## config.mk

```make
export PLATFORM = sky130hd
export DESIGN_NAME = uart_rx
export DESIGN_NICKNAME = d
export VERILOG_FILES = /design/src/boot_pkg.sv /design/src/uart_rx.sv
export SDC_FILE = /design/constraint.sdc
export NUM_CORES = 1
export LEC_CHECK = 0
export BUFFER_PORTS_ARGS = -buffer_cell sky130_fd_sc_hd__buf_2
export CAP_MARGIN = 20
export CORE_MARGIN = 1.5
export CORE_UTILIZATION = 35
export DETAILED_ROUTE_END_ITERATION = 6
export PLACE_DENSITY = 0.52
export SETUP_SLACK_MARGIN = 0.1
export SLEW_MARGIN = 40
export SYNTH_ARGS = -nofsm -noshare
export SYNTH_HDL_FRONTEND = slang
export SYNTH_SLANG_ARGS = --single-unit
```

## constraint.sdc

```tcl
create_clock -name clk_i -period 2.9 [get_ports clk_i]
set_input_delay 0.145 -clock clk_i [delete_from_list [all_inputs] [get_ports clk_i]]
set_output_delay 0.145 -clock clk_i [all_outputs]
set_load 0.02 [all_outputs]
```

## src/boot_pkg.sv

```systemverilog
`default_nettype none

package boot_pkg;

  typedef logic [7:0] byte_t;

  ////////////////////////////////////////////////////////////
  // Boot protocol
  ////////////////////////////////////////////////////////////

  localparam int MAGIC_LEN = 9;

  // Magic word that opens a programming session
  localparam logic [8*MAGIC_LEN-1:0] MAGIC = "TEKNOFEST";

  // Loader states, Gray-like encoding kept from the older design
  typedef enum logic [2:0] {
    SEQ_WAIT    = 3'b000,
    SEQ_RECEIVE = 3'b001,
    SEQ_CHECK   = 3'b011,
    SEQ_COUNT   = 3'b010,
    SEQ_PROGRAM = 3'b110,
    SEQ_FINISH  = 3'b100
  } loader_state_e;

endpackage

`default_nettype wire

```

## src/uart_rx.sv

```systemverilog
`timescale 1ns/1ps
`default_nettype none

module uart_rx #(
  parameter int unsigned CLKS_PER_BIT = 868
) (
  input  wire             clk_i,
  input  wire             rst_ni,
  input  wire             rx_i,
  output boot_pkg::byte_t rx_byte_o,
  output logic            rx_valid_o
);

  localparam int CNT_W = $clog2(CLKS_PER_BIT + 1);

  typedef enum logic [1:0] {
    RX_IDLE,
    RX_START,
    RX_DATA,
    RX_STOP
  } rx_state_e;

  rx_state_e         state_q;
  logic [1:0]        sync_q;
  logic [CNT_W-1:0]  clk_cnt_q;
  logic [2:0]        bit_idx_q;
  boot_pkg::byte_t   shift_q;
  logic              rx_s;
  logic              half_bit;
  logic              full_bit;

  assign rx_s     = sync_q[1];
  assign half_bit = (clk_cnt_q == CNT_W'(CLKS_PER_BIT / 2 - 1));
  assign full_bit = (clk_cnt_q == CNT_W'(CLKS_PER_BIT - 1));

  ////////////////////////////////////////////////////////////
  // Input synchronizer
  ////////////////////////////////////////////////////////////

  always_ff @(posedge clk_i) begin
    if (!rst_ni) begin
      sync_q <= 2'b11;
    end else begin
      sync_q <= {sync_q[0], rx_i};
    end
  end

  ////////////////////////////////////////////////////////////
  // Bit timing and framing
  ////////////////////////////////////////////////////////////

  always_ff @(posedge clk_i) begin
    if (!rst_ni) begin
      state_q    <= RX_IDLE;
      clk_cnt_q  <= '0;
      bit_idx_q  <= '0;
      rx_valid_o <= 1'b0;
    end else begin
      rx_valid_o <= 1'b0;
      clk_cnt_q  <= clk_cnt_q + 1'b1;
      case (state_q)
        RX_IDLE: begin
          clk_cnt_q <= '0;
          bit_idx_q <= '0;
          if (!rx_s) state_q <= RX_START;
        end
        // Recheck the line at mid start bit to reject glitches
        RX_START: begin
          if (half_bit) begin
            clk_cnt_q <= '0;
            state_q   <= rx_s ? RX_IDLE : RX_DATA;
          end
        end
        RX_DATA: begin
          if (full_bit) begin
            clk_cnt_q <= '0;
            bit_idx_q <= bit_idx_q + 3'd1;
            if (bit_idx_q == 3'd7) state_q <= RX_STOP;
          end
        end
        RX_STOP: begin
          if (full_bit) begin
            rx_valid_o <= rx_s;
            state_q    <= RX_IDLE;
          end
        end
        default: state_q <= RX_IDLE;
      endcase
    end
  end

  // LSB arrives first
  always_ff @(posedge clk_i) begin
    if (state_q == RX_DATA && full_bit) begin
      shift_q <= {rx_s, shift_q[7:1]};
    end
  end

  assign rx_byte_o = shift_q;

endmodule

`default_nettype wire

```

Word level (Yosys, flattened, before mapping)

Index checks and enable logic that the tools add are counted.

Equal/unequal tests: 11
Multiplexer cells: 12
Add/sub/neg operators: 2
Reductions and logical operators: 6

Operators by type and width:

| kind                                                             | count |
|---|---|
| 10-bit one-hot mux with 3 select lines                           | 1 |
| 10-bit two-way mux                                               | 2 |
| 2-bit two-way mux                                                | 6 |
| 10-bit by 1-bit adder with 10-bit output, second input constant  | 1 |
| 10-bit == test, second input constant                            | 1 |
| 10-bit by 9-bit == test with 1-bit output, second input constant | 1 |
| 2-bit inequality test, second input constant                     | 5 |
| 2-bit one-hot mux with 4 select lines                            | 1 |
| 3-bit one-hot mux with 2 select lines                            | 1 |
| 5-bit AND reduction                                              | 1 |
| 2-bit == test, second input constant                             | 2 |
| 3-bit by 1-bit adder with 3-bit output, second input constant    | 1 |
| 3-bit == test, second input constant                             | 1 |
| 3-bit two-way mux                                                | 1 |
| 3-bit AND reduction                                              | 1 |
| 2-bit by 1-bit == test with 1-bit output, second input constant  | 1 |
| 2-bit logical NOT                                                | 1 |
| 2-bit AND reduction                                              | 1 |
| 2-bit nonzero test                                               | 1 |
| 1-bit logical AND                                                | 1 |

Flip-flop bits (word level): 26
Output and inout bits: 9

Logic depth before layout (Yosys ltp)

Word-level depth: 4
Gate-level depth with buffers: 6

Least setup slack after synthesis

No wires, ideal clock.

Path type: reg2reg
Start point: register clk_cnt_q[0]
End point: register shift_q[0], in the netlist rx_byte_o[0] (enable)
Stages on the path, launching flop included: 5
Setup slack: 1.063 ns
Buffers on the path: 0
Setup time: 0.332 ns
Arrival time: 1.505 ns
Path through: dfxtp_1 > ha_1 > nand4bb_1 > nor4_1 > and2_1

Cells in the longest elaborated chain, start to end: 2

RTL lines:

| element                | line          | RTL |
|---|---|---|
| from (decl)            | uart_rx.sv:25 | `logic [CNT_W-1:0] clk_cnt_q;` |
| from (signal assigned) | uart_rx.sv:60 | `clk_cnt_q <= clk_cnt_q + 1'b1;` |
| 10-bit == test         | uart_rx.sv:34 | `assign full_bit = (clk_cnt_q == CNT_W'(CLKS_PER_BIT - 1));` |
| 1-bit logical AND      | uart_rx.sv:94 | `if (state_q == RX_DATA && full_bit) begin` |
| to (signal assigned)   | uart_rx.sv:95 | `shift_q <= {rx_s, shift_q[7:1]};` |
| to (decl)              | uart_rx.sv:27 | `boot_pkg::byte_t shift_q;` |

Every way passes these cells.
A chain may end at the register's enable or synchronous reset.

Final worst setup path

Start point: register clk_cnt_q[0]
End point: register shift_q[7], in the netlist rx_byte_o[7] (enable)

The elaborated chain is that of the path after synthesis.

==> results.toml <==
[critical_path]
r2r_cells = 4
arrival_ns = 2.19
r2r_slack_ns = 0.73
worst_setup_path_start_kind = "flop"
reg2reg_to = "rx_byte_o[7]"
crit_required_ns = 2.91
crit_path_end = "rx_byte_o[7]"
rr_startpoint = "clk_cnt_q[0]"
crit_path_max_fanout = 8
endpoint_kind = "flop"
worstSetupPathType = "reg2reg"
setup.worst_path.start = "clk_cnt_q[0]"

[timing]
layout_min_cycle_time_ns = 2.17
hold_ws_ns = 0.148
setup_viol_count_final = 0
rsz0062_at_grt = "no"
totalNegativeSetupSlack_ns = 0
maxSlewHeadroom = 0.578
drv_slew = 0
finalClockSkew_ns = 0.00459
hold_violations = 0
fin_ws_ns = 0.726
worst_slew_pin_slew_ns = 0.627
fin_crit_sh = 0.749
fmax_mhz = 460

[global_route]
grt_usage = 0.140
grt_pass1_vias = 792
grt_pass1_wl_um = 3550
antenna_found_initial = 0
overflow = 0
grt_max_degree = 16

[clocking]
cts.htree.levels = 1
post-cts-setup-buffer-count = 0
clkLatencyLatePin_ns = 0.32
numCtsBuffers = 3
clk_pin_slew_ns = 0.13
numClockSinks = 26
cts_buffer_depth = 2
cts_root_buf = "clkbuf_4"
cts_tree = "yes"

[detailed_routing]
vias = 799
antenna_left = 0
drtIter0Drc = 19
drt-vias-per-instance = 4.99
routed_wl_um = 1990
drc = 0
first_pass_iters = 6
avgRoutedWirePerCell_um = 12.4

[yosys]
synth-edff-count = 8
syn_nets = 111
syn_area_um2 = 1100
yosysSeqAreaShare = 0.544
netlist_instances = 104
ys_types = 29
yosys_warnings = 0
ys_async_sr_fraction = 0
avgSynthCellArea_um2 = 10.6
ys_ff_latch = 26
synthFlopType = "dfxtp_1"

[job]
maxCapViolCount = 0

[place]
place_area_um2 = 1200
pre_cts_slack_ns = 0.756
gp_congestion = 0.762
dpl.hpwl_um = 1390
portBuffers = 11

[die]
rows = 20
initial_core_util = 0.364
die_h_um = 59.2
die_w_um = 59.2
core_area_um2 = 3030
ios = 12
die_area_um2 = 3500

[final_layout]
design_area_um2 = 1260
drive_gt1_frac = 0.164
nNetsFinal = 124
syn_to_final_growth_pct = 14.2
layout_common_cells = "dfxtp_1 (18), nor2_1 (15), buf_2 (11)"
final_common_cell = "dfxtp_1"
fin_util = 0.416
antenna_cells = 0

[pwr]
p_leak_nw = 0.424
peakVddDrop_mv = 0.288
p_per_area_nw_per_um2 = 504

[min_path]
hold_class = "in2reg"

[run_status]
status = "completed"
## cell type report
type                       instances  area (um^2)
clock buffer                       3         22.5
clock inverter                     1         30.0
fill                             301         1770
inverter                           4         15.0
multi-input combinational         70          472
sequential                        26          601
tap                               44         55.1
timing repair buffer              12         65.1
## synthesized netlist by cell type, drive strengths merged (2+ instances only)
cell / n / share of area
xnor2: 6 / 0.048
inv: 4 / 0.014
nor3: 3 / 0.014
dfxtp: 18 / 0.33
nand2: 4 / 0.014
nor2: 15 / 0.051
nand4b: 2 / 0.016
ha: 4 / 0.045
nand2b: 2 / 0.011
nand4: 7 / 0.040
nor4: 2 / 0.011
xor2: 2 / 0.016
edfxtp: 8 / 0.22
clkbuf: 4 / 0.015
nand3: 10 / 0.045
## worst min path at each step
stage	cells after the start	slack, ns	end	start
floorplan	1	0.22	sync_q[0]	rst_ni
global placement	2	0.33	sync_q[0]	rx_i
detailed placement	2	0.33	sync_q[0]	rx_i
CTS	2	0.13	sync_q[1]	rst_ni
global route	2	0.14	sync_q[1]	rst_ni
finish	2	0.15	sync_q[1]	rst_ni
## per-stage QoR
stage | power, mW | instances
2_1_floorplan | 0.394 | 104
3_3_place_gp | 0.398 | 155
3_5_place_dp | 0.399 | 155
4_1_cts | 0.646 | 160
5_1_grt | 0.666 | 160
6_report | 0.635 | 160
## registers in the layout, indices dropped and copies added (netlist names), named ones only
name / cells
sync_q: 2
clk_cnt_q: 10
state_q: 1
bit_idx_q: 3
rx_byte_o: 8
rx_valid_o: 1
## repair_timing
item,CTS,global route
setup endpoints to repair,0,0
hold buffers,1,0
hold endpoints to repair,1,0
gates resized for setup,0,0
## critical path: stages (launching register included)
cell       delay (ns)
dfxtp_1          0.42
ha_1             0.25
nand4bb_1        0.19
nor4_1           0.58
and2_1           0.42
## where the power goes
| part | internal [mW] | switching (mW) |
|---|---|---|
| sequential | 0.375 | 0.00350 |
| clock | 0.140 | 0.104 |
| combinational | 0.00566 | 0.00716 |
## layer usage
metal  part of all wire  GRT usage  up-vias
met2               0.48      0.227       19
met4              0.031     0.0942        0
met3              0.042     0.0459        7
met1               0.44      0.155      375
met5                  0          0        -
li1                   -          -      398
## kinds of logic (layout without fill, tap and decap cells)
kind of cell,count (synthesis),count (layout),share of synthesized area
buffers and inverters,8,20,0.0283
xor gates and xnor gates,8,8,0.0635
and+or+nand+nor,51,51,0.247
DFF,26,26,0.544
AOI/OAI and AO/OA,6,6,0.0624
adders and majority gates,4,4,0.0454
muxes,1,1,0.00907
(Power assumes the default switching activity.)
