### src/boot_pkg.sv
`default_nettype none

package boot_pkg;

  typedef logic [7:0] byte_t;

  ////////////////////////////////////////////////////////////
  // Boot protocol
  ////////////////////////////////////////////////////////////

  localparam int MAGIC_LEN = 9;

  // Magic word that opens a programming session
  localparam logic [8*MAGIC_LEN-1:0] MAGIC = "TEKNOFEST";

  // Loader states, Gray-like encoding kept from the older design
  typedef enum logic [2:0] {
    SEQ_WAIT    = 3'b000,
    SEQ_RECEIVE = 3'b001,
    SEQ_CHECK   = 3'b011,
    SEQ_COUNT   = 3'b010,
    SEQ_PROGRAM = 3'b110,
    SEQ_FINISH  = 3'b100
  } loader_state_e;

endpackage

`default_nettype wire

### src/mem_pkg.sv
`default_nettype none

package mem_pkg;

  ////////////////////////////////////////////////////////////
  // Word geometry
  ////////////////////////////////////////////////////////////

  localparam int NB_COL    = 4;
  localparam int COL_WIDTH = 8;

  typedef logic [NB_COL*COL_WIDTH-1:0] word_t;
  typedef logic [NB_COL-1:0]           strb_t;

  // Word address for the default depth of 1024
  typedef logic [9:0] addr_t;

  ////////////////////////////////////////////////////////////
  // Write requests
  ////////////////////////////////////////////////////////////

  // Processor side, lanes picked by strb
  typedef struct packed {
    addr_t addr;
    word_t data;
    strb_t strb;
  } bus_wr_t;

  // Loader side, always a full word
  typedef struct packed {
    logic  valid;
    addr_t addr;
    word_t data;
  } prog_wr_t;

endpackage

`default_nettype wire
### src/prog_loader.sv
`timescale 1ns/1ps
`default_nettype none

module prog_loader #(
  parameter int unsigned BREAK_CYCLES = 1000000,
  parameter int          ADDR_W       = 10
) (
  input  wire                clk_i,
  input  wire                rst_ni,
  input  boot_pkg::byte_t    rx_byte_i,
  input  wire                rx_valid_i,
  output mem_pkg::prog_wr_t  prog_wr_o,
  output logic               prog_mode_o,
  output logic               sys_rst_no
);

  localparam int WIN_W = 8 * boot_pkg::MAGIC_LEN;

  boot_pkg::loader_state_e state_q;
  boot_pkg::loader_state_e state_d;

  logic [WIN_W-1:0]   window_q;
  logic [3:0]         seq_cnt_q;
  logic [31:0]        break_cnt_q;
  logic [1:0]         byte_cnt_q;
  mem_pkg::word_t     count_q;
  mem_pkg::word_t     word_cnt_q;
  mem_pkg::word_t     instr_q;
  logic [ADDR_W-1:0]  wr_addr_q;
  logic               wr_valid_q;
  logic               sys_rst_q;
  logic               seq_break;
  logic               last_byte;
  mem_pkg::word_t     count_next;

  assign seq_break  = (break_cnt_q == BREAK_CYCLES);
  assign last_byte  = (byte_cnt_q == 2'd3);
  assign count_next = {count_q[23:0], rx_byte_i};

  ////////////////////////////////////////////////////////////
  // Next state
  ////////////////////////////////////////////////////////////

  always_comb begin
    state_d = state_q;
    case (state_q)
      boot_pkg::SEQ_WAIT: begin
        if (rx_valid_i) state_d = boot_pkg::SEQ_RECEIVE;
      end
      boot_pkg::SEQ_RECEIVE: begin
        if (rx_valid_i) begin
          if (seq_cnt_q == 4'(boot_pkg::MAGIC_LEN - 1)) state_d = boot_pkg::SEQ_CHECK;
        end else if (seq_break) begin
          state_d = boot_pkg::SEQ_WAIT;
        end
      end
      boot_pkg::SEQ_CHECK: begin
        state_d = (window_q == boot_pkg::MAGIC) ? boot_pkg::SEQ_COUNT : boot_pkg::SEQ_WAIT;
      end
      // Empty image skips straight to the reset pulse
      boot_pkg::SEQ_COUNT: begin
        if (rx_valid_i && last_byte) begin
          state_d = (count_next == '0) ? boot_pkg::SEQ_FINISH : boot_pkg::SEQ_PROGRAM;
        end
      end
      boot_pkg::SEQ_PROGRAM: begin
        if (word_cnt_q == count_q) state_d = boot_pkg::SEQ_FINISH;
      end
      boot_pkg::SEQ_FINISH: state_d = boot_pkg::SEQ_WAIT;
      default:              state_d = boot_pkg::SEQ_WAIT;
    endcase
  end

  ////////////////////////////////////////////////////////////
  // Control registers
  ////////////////////////////////////////////////////////////

  always_ff @(posedge clk_i) begin
    if (!rst_ni) begin
      state_q     <= boot_pkg::SEQ_WAIT;
      seq_cnt_q   <= '0;
      break_cnt_q <= '0;
      byte_cnt_q  <= '0;
      word_cnt_q  <= '0;
      wr_addr_q   <= '0;
      wr_valid_q  <= 1'b0;
      sys_rst_q   <= 1'b1;
    end else begin
      state_q    <= state_d;
      wr_valid_q <= 1'b0;
      // Write address moves on after each loaded word
      if (wr_valid_q) wr_addr_q <= wr_addr_q + 1'b1;
      case (state_q)
        boot_pkg::SEQ_WAIT: begin
          break_cnt_q <= '0;
          byte_cnt_q  <= '0;
          word_cnt_q  <= '0;
          wr_addr_q   <= '0;
          sys_rst_q   <= 1'b1;
          seq_cnt_q   <= rx_valid_i ? 4'd1 : 4'd0;
        end
        boot_pkg::SEQ_RECEIVE: begin
          if (rx_valid_i) begin
            break_cnt_q <= '0;
            seq_cnt_q   <= seq_cnt_q + 4'd1;
          end else begin
            break_cnt_q <= break_cnt_q + 32'd1;
          end
        end
        boot_pkg::SEQ_CHECK: byte_cnt_q <= '0;
        boot_pkg::SEQ_COUNT: begin
          if (rx_valid_i) byte_cnt_q <= byte_cnt_q + 2'd1;
        end
        boot_pkg::SEQ_PROGRAM: begin
          if (rx_valid_i) begin
            byte_cnt_q <= byte_cnt_q + 2'd1;
            if (last_byte) begin
              wr_valid_q <= 1'b1;
              word_cnt_q <= word_cnt_q + 32'd1;
            end
          end
        end
        boot_pkg::SEQ_FINISH: sys_rst_q <= 1'b0;
        default: ;
      endcase
    end
  end

  ////////////////////////////////////////////////////////////
  // Byte assembly, MSB first
  ////////////////////////////////////////////////////////////

  always_ff @(posedge clk_i) begin
    if (rx_valid_i) begin
      window_q <= {window_q[WIN_W-9:0], rx_byte_i};
      if (state_q == boot_pkg::SEQ_COUNT) count_q <= count_next;
      if (state_q == boot_pkg::SEQ_PROGRAM) instr_q <= {instr_q[23:0], rx_byte_i};
    end
  end

  assign prog_wr_o = '{
    valid: wr_valid_q,
    addr:  mem_pkg::addr_t'(wr_addr_q),
    data:  instr_q
  };

  assign prog_mode_o = (state_q == boot_pkg::SEQ_PROGRAM);
  assign sys_rst_no  = sys_rst_q;

endmodule

`default_nettype wire

### config.mk
export PLATFORM = sky130hd
export DESIGN_NAME = prog_loader
export DESIGN_NICKNAME = d
export VERILOG_FILES = /design/src/boot_pkg.sv /design/src/mem_pkg.sv /design/src/prog_loader.sv
export SDC_FILE = /design/constraint.sdc
export NUM_CORES = 1
export LEC_CHECK = 0
export BUFFER_PORTS_ARGS = -buffer_cell sky130_fd_sc_hd__buf_4
export CORE_AREA = 2 2 248 128
export DETAILED_ROUTE_END_ITERATION = 7
export DIE_AREA = 0 0 250 130
export GPL_TIMING_DRIVEN = 0
export MAX_ROUTING_LAYER = met4
export PLACE_DENSITY = 0.43
export SKIP_CTS_REPAIR_TIMING = 1
export SLEW_MARGIN = 20
export SYNTH_ARGS = -nofsm -noshare
export SYNTH_HDL_FRONTEND = slang
export SYNTH_SLANG_ARGS = --single-unit
### constraint.sdc
create_clock -name clk_i -period 3.25 [get_ports clk_i]
set_clock_uncertainty 0.05 [all_clocks]
set_input_delay 0.325 -clock clk_i [delete_from_list [all_inputs] [get_ports clk_i]]
set_output_delay 0.325 -clock clk_i [all_outputs]
set_load 0.05 [all_outputs]
Word-level counts from Yosys, hierarchy flattened
Index checks and enable logic that the tools add are counted.
{"block": "totals", "inputBits": 11, "output_inout_bits": 45, "reg_bits": 221}
{"block": "classes", "reduce_logical": 17, "n_mux": 21, "n_bitwise": 1, "add_sub_neg": 5, "eq_ne": 19}
{"op": "one-hot mux 32 bit (2 select lines)", "count": 2}
{"op": "two-way mux 32 bit", "count": 3}
{"op": "equality test 72 x 71 -> 1 bit, second input constant", "count": 1}
{"op": "adder 32 x 1 -> 32 bit, second input constant", "count": 2}
{"op": "equality test 32 x 20 -> 1 bit, second input constant", "count": 1}
{"op": "equality test 32 bit", "count": 1}
{"op": "logical NOT 32 bit", "count": 1}
{"op": "two-way mux 3 bit", "count": 6}
{"op": "one-hot mux 3 bit (5 select lines)", "count": 1}
{"op": "adder 10 x 1 -> 10 bit, second input constant", "count": 1}
{"op": "!= test 2 bit, second input constant", "count": 4}
{"op": "one-hot mux 4 bit (2 select lines)", "count": 1}
{"op": "AND reduction 2 bit", "count": 4}
{"op": "nonzero test 2 bit", "count": 4}
{"op": "equality test 3 x 2 -> 1 bit, second input constant", "count": 2}
{"op": "equality test 3 bit, second input constant", "count": 2}
{"op": "two-way mux 2 bit", "count": 3}
{"op": "!= test 2 x 1 -> 1 bit, second input constant", "count": 3}
{"op": "!= test 3 bit, second input constant", "count": 2}
{"op": "AND reduction 3 bit", "count": 2}
{"op": "OR reduction 2 bit", "count": 3}
{"op": "AND reduction 5 bit", "count": 1}
{"op": "adder 4 x 1 -> 4 bit, second input constant", "count": 1}
{"op": "equality test 4 bit, second input constant", "count": 1}
{"op": "other kinds (10)", "count": 11}

Logic depth before layout (Yosys ltp)
{"block": "logic_depth", "word_depth": 4, "depth_mapped": 9}

Least setup slack after synthesis
Ideal clock, no wire load.
{"block": "synth_path", "kind": "register -> register", "start": "reg state_q[0]", "end": "reg count_q[0] (enable)", "path_buffers": 2, "synth_period_minus_slack_ns": 2.878, "arrival_ns": 2.407, "stages_incl_launch_ff": 6, "setup_ns": 0.421, "slack_ns": 0.372, "cell_sequence": "dfxtp_1 > clkbuf_1 > clkbuf_1 > nor2b_1 > nand2_1 > nor2_1"}
{"block": "synth_between", "elab_chain_cells": 2}
{"item": "start: declaration", "line_no": "prog_loader.sv:19", "rtl": "boot_pkg::loader_state_e state_q;"}
{"item": "start signal: assignment", "line_no": "prog_loader.sv:80", "rtl": "state_q <= boot_pkg::SEQ_WAIT;"}
{"item": "start signal: assignment", "line_no": "prog_loader.sv:89", "rtl": "state_q <= state_d;"}
{"item": "equality test 3 x 2 -> 1 bit", "line_no": "prog_loader.sv:136", "rtl": "if (state_q == boot_pkg::SEQ_COUNT) count_q <= count_next;"}
{"item": "AND reduction 2 bit (no line)"}
{"item": "end signal: assignment", "line_no": "prog_loader.sv:136"}
{"item": "end: declaration", "line_no": "prog_loader.sv:26", "rtl": "mem_pkg::word_t count_q;"}
Every way passes these cells.
A chain may end at the register's enable or synchronous reset.

Worst setup path in the final report
{"block": "layout_path", "start": "reg state_q[0]", "end": "reg state_q[1]"}
{"block": "layout_between", "elab_chain_cells": 3, "word_cells_on_any_way": 12, "cone_classes": "eq/ne: 9; mux: 1; reduce/logical: 2"}
{"item": "equality test 3 x 1 -> 1 bit, or another cell as far along", "line_no": "prog_loader.sv:46", "rtl": "case (state_q)"}
{"item": "!= test 3 bit (no line), or another cell as far along"}
{"item": "AND reduction 5 bit (no line)"}
Parallel ways exist; a longest one is shown, timed or not.

==> flow_summary_export.csv <==
group,metric,value,unit
synth,synth_seq_cells,221,
synth,synthCells,739,
worst_setup_path,critPathKind,"reg -> reg",
global_route,antenna_found_initial,0,
worst_setup_path,rr_worst_depth,7,
finish,final_cells,1249,
clock_network,clock_latency,0.53,ns
worst_setup_path,cp_slowest_stage_delay,0.65,ns
route,routed-wl-met3,1340,um
flow_run,maxCapViolations,0,
finish,seqCellArea,5790,um2
route,top_layer,"met4",
clock_network,cts.sinks,221,
die,die_x,250,um
worst_setup_path,endpoint_kind,"register",
route,via_per_inst,4.89,
placement,pre_cts_slack,0.0483,ns
synth,synth_flop_cell,"edfxtp_1",
synth,syn_nets,757,
clock_network,cts_tree,"built",
placement,place_congestion,0.829,
synth,syn_area,8970,um2
synth,synth_top_area_share,45.5,%
worst_setup_path,crit_path_frequent_cell,"nor4b_1",
timing,final_max_slew_viol_count,0,
synth,yosys.area_share.xor_xnor,6.44,%
pwr,power.total,0.00663,W
worst_setup_path,critPathRequiredTime,3.64,ns
synth,synth_simple_gate_area_share,17.7,%
worst_setup_path,r2r_slack,0.22,ns
synth,synth_compound_area_share,7.60,%
global_route,grt_first_pass_wirelength,35100,um
finish,multi_input_area,3000,um2
timing,max_freq,0.330,GHz
synth,synthTopCellsByArea,"edfxtp_1, dfxtp_1, xnor2_1",
synth,synth-seq-area-share,64.5,%
pwr,powerDensity,620,nW/um2
clock_network,cts_root_buffer,"clkbuf_16",
route,wl,23300,um
worst_setup_path,worstPathCellList,"clkbuf_1 > nor4b_1 > nand4_1 > or4_1 > nor4_1 > nor4b_1 > nor2_1",
die,fp.coreArea,30700,um2
placement,hpwlAfterDp,16400,um
route,drt-initial-drc-count,466,
worst_setup_path,reg2reg_from,"state_q[0]",
timing,rsz0062_at_grt,"false",
clock_network,cts-buffers-inserted,22,
timing,timing.final.crit_share,93.2,%
timing,fin_crit,3.03,ns
clock_network,htreeDepth,1,
synth,synth.area.mux_share,0.572,%
pwr,power_leakage,3.41,nW
timing,finalSetupViolCount,0,
finish,drive_gt1_share,13.6,%
synth,yosysWarnings,0,
worst_setup_path,critical_path_buf_inv_count,1,
finish,fin_util,34.8,%
die,rows,46,
timing,fin_setup_tns,0,ns
synth,synth_fa_ha_area_share,0.976,%
hold_path,hold_depth,1,
worst_setup_path,crit_path_start_kind,"register",
global_route,grt_usage,14.7,%
synth,synth_area_per_cell,12.1,um2
hold_path,whs_endpoint,"count_q[5]",
timing,worst_pin_slew,0.974,ns
die,io_pins,56,
pwr,vdd_drop_max,0.000358,V
route,vias,6103,
route,drc,0,
worst_setup_path,cp_top_family,"simple AND/OR/NAND/NOR gates",
synth,synth_common_cells,"edfxtp_1, dfxtp_1, nor2_1",
die,dieArea,32500,um2
finish,nFillCells,3101,
route,wl_per_cell,18.7,um
worst_setup_path,arrival,3.42,ns
route,antenna_left,0,
route,wl_met1,14100,um
global_route,grt_max_degree,77,
synth,async_reset_ff_share,0,%
global_route,grt.overflow.total,0,
timing,relSlewSlack,35.1,%
synth,synth_most_common_cell,"edfxtp_1",
finish,antennaDiodeCount,0,
route,met2_length,7500,um
die,die_h,130,um
synth,ys_types,58,
status,status,"finished, final reports clean",
synth,yosysTopAreaCell,"edfxtp_1",
finish,area_growth_syn_to_layout,19.1,%
global_route,grt_pass1_vias,5457,
hold_path,min_path_type,"in -> reg",
worst_setup_path,slowest_stage,"nor4b_1",
synth,synth_edf_count,136,
die,initial_core_util,29.2,%
placement,dp_cells,1203,
clock_network,clkTransAtPathRegs,0.07,ns
timing,worst_slack,0.221,ns
synth,synth_top_family_by_area,"simple AND/OR/NAND/NOR gates",
clock_network,cts.path.max_buffers,3,
timing,hold_viol_final,0,
route,dr.pass1.iters,8,
placement,portBuffers,54,
worst_setup_path,worstPathMaxFanout,7,
worst_setup_path,timing.rr.end,"state_q[1]",
hold_path,hp-start,"rx_byte_i[5]",
finish,nets,844,
-- per-stage QoR --
step	hold slack (ns)	cell area [um2]
after floorplan	0.367	8970
after global placement	0.377	9890
after detailed placement	0.380	9940
after CTS	-0.0682	10600
after global routing	0.00100	10700
final	0.0145	10700
-- final cells by class --
cell class / instances / area share [%]
flip-flops and latches: 221 / 54.2
multi-input cells: 473 / 28.1
clock buffers: 28 / 5.36
repair buffers: 63 / 4.90
well taps: 408 / 4.78
plain buffers: 28 / 1.25
clock inverters: 11 / 0.890
inverters: 17 / 0.597
-- worst max path at each step --
stage                from        endpoint  slack [ns]  cells after the start
4_1_cts        state_q[0]      state_q[1]        0.20                      7
2_1_floorplan  state_q[0]      count_q[0]        0.37                      5
6_report       state_q[0]      state_q[1]        0.22                      7
3_5_place_dp   rx_valid_i  word_cnt_q[30]        0.05                      7
5_1_grt        state_q[0]      state_q[1]        0.06                      7
3_3_place_gp   rx_valid_i     count_q[27]       -0.98                      4
-- report_power, final --
group,internal [W],switching [W],total (W)
logic,0.000264,0.000670,0.000934
clock network,0.00134,0.00112,0.00245
registers,0.00314,0.0000987,0.00324
-- sequential cells by signal, indices dropped and copies added (netlist names) --
signal       flops
window_q        72
instr_q         32
state_q          3
word_cnt_q      32
break_cnt_q     32
wr_valid_q       1
byte_cnt_q       2
seq_cnt_q        4
count_q         32
sys_rst_no       1
wr_addr_q       10
-- logic make-up after synthesis --
family                     after synthesis
DFF                                    221
muxes                                    5
and+or+nand+nor                        285
buffers and inverters                   45
xor gates and xnor gates                66
AOI/OAI and AO/OA                      110
adders and majority gates                7
-- placed cells by master, fill, tap and decap left out, drive strengths merged, types with 4 or more instances in the layout --
cell type	n
and4	5
inv	16
nand2	49
dfxtp	85
a31oi	9
nor4b	10
nand4	37
nor3	8
ha	7
a21oi	38
nor2	77
edfxtp	136
nor4bb	5
clkinv	11
nand2b	4
nand3	26
buf	67
xnor2	44
mux2i	4
xor2	22
a22oi	4
dlygate4sd3	7
nor4	20
or4	4
and3	9
or3	14
o21ai	37
clkbuf	45
a311oi	8
nor2b	4
nand4b	5
-- metal layers --
layer / vias up / global-route usage, %
li1: 2942 / -
met1: 2937 / 25.4
met2: 195 / 15.8
met3: 29 / 3.17
met4: 0 / 2.68
met5: - / -
Power figures use the tool's default switching activity.
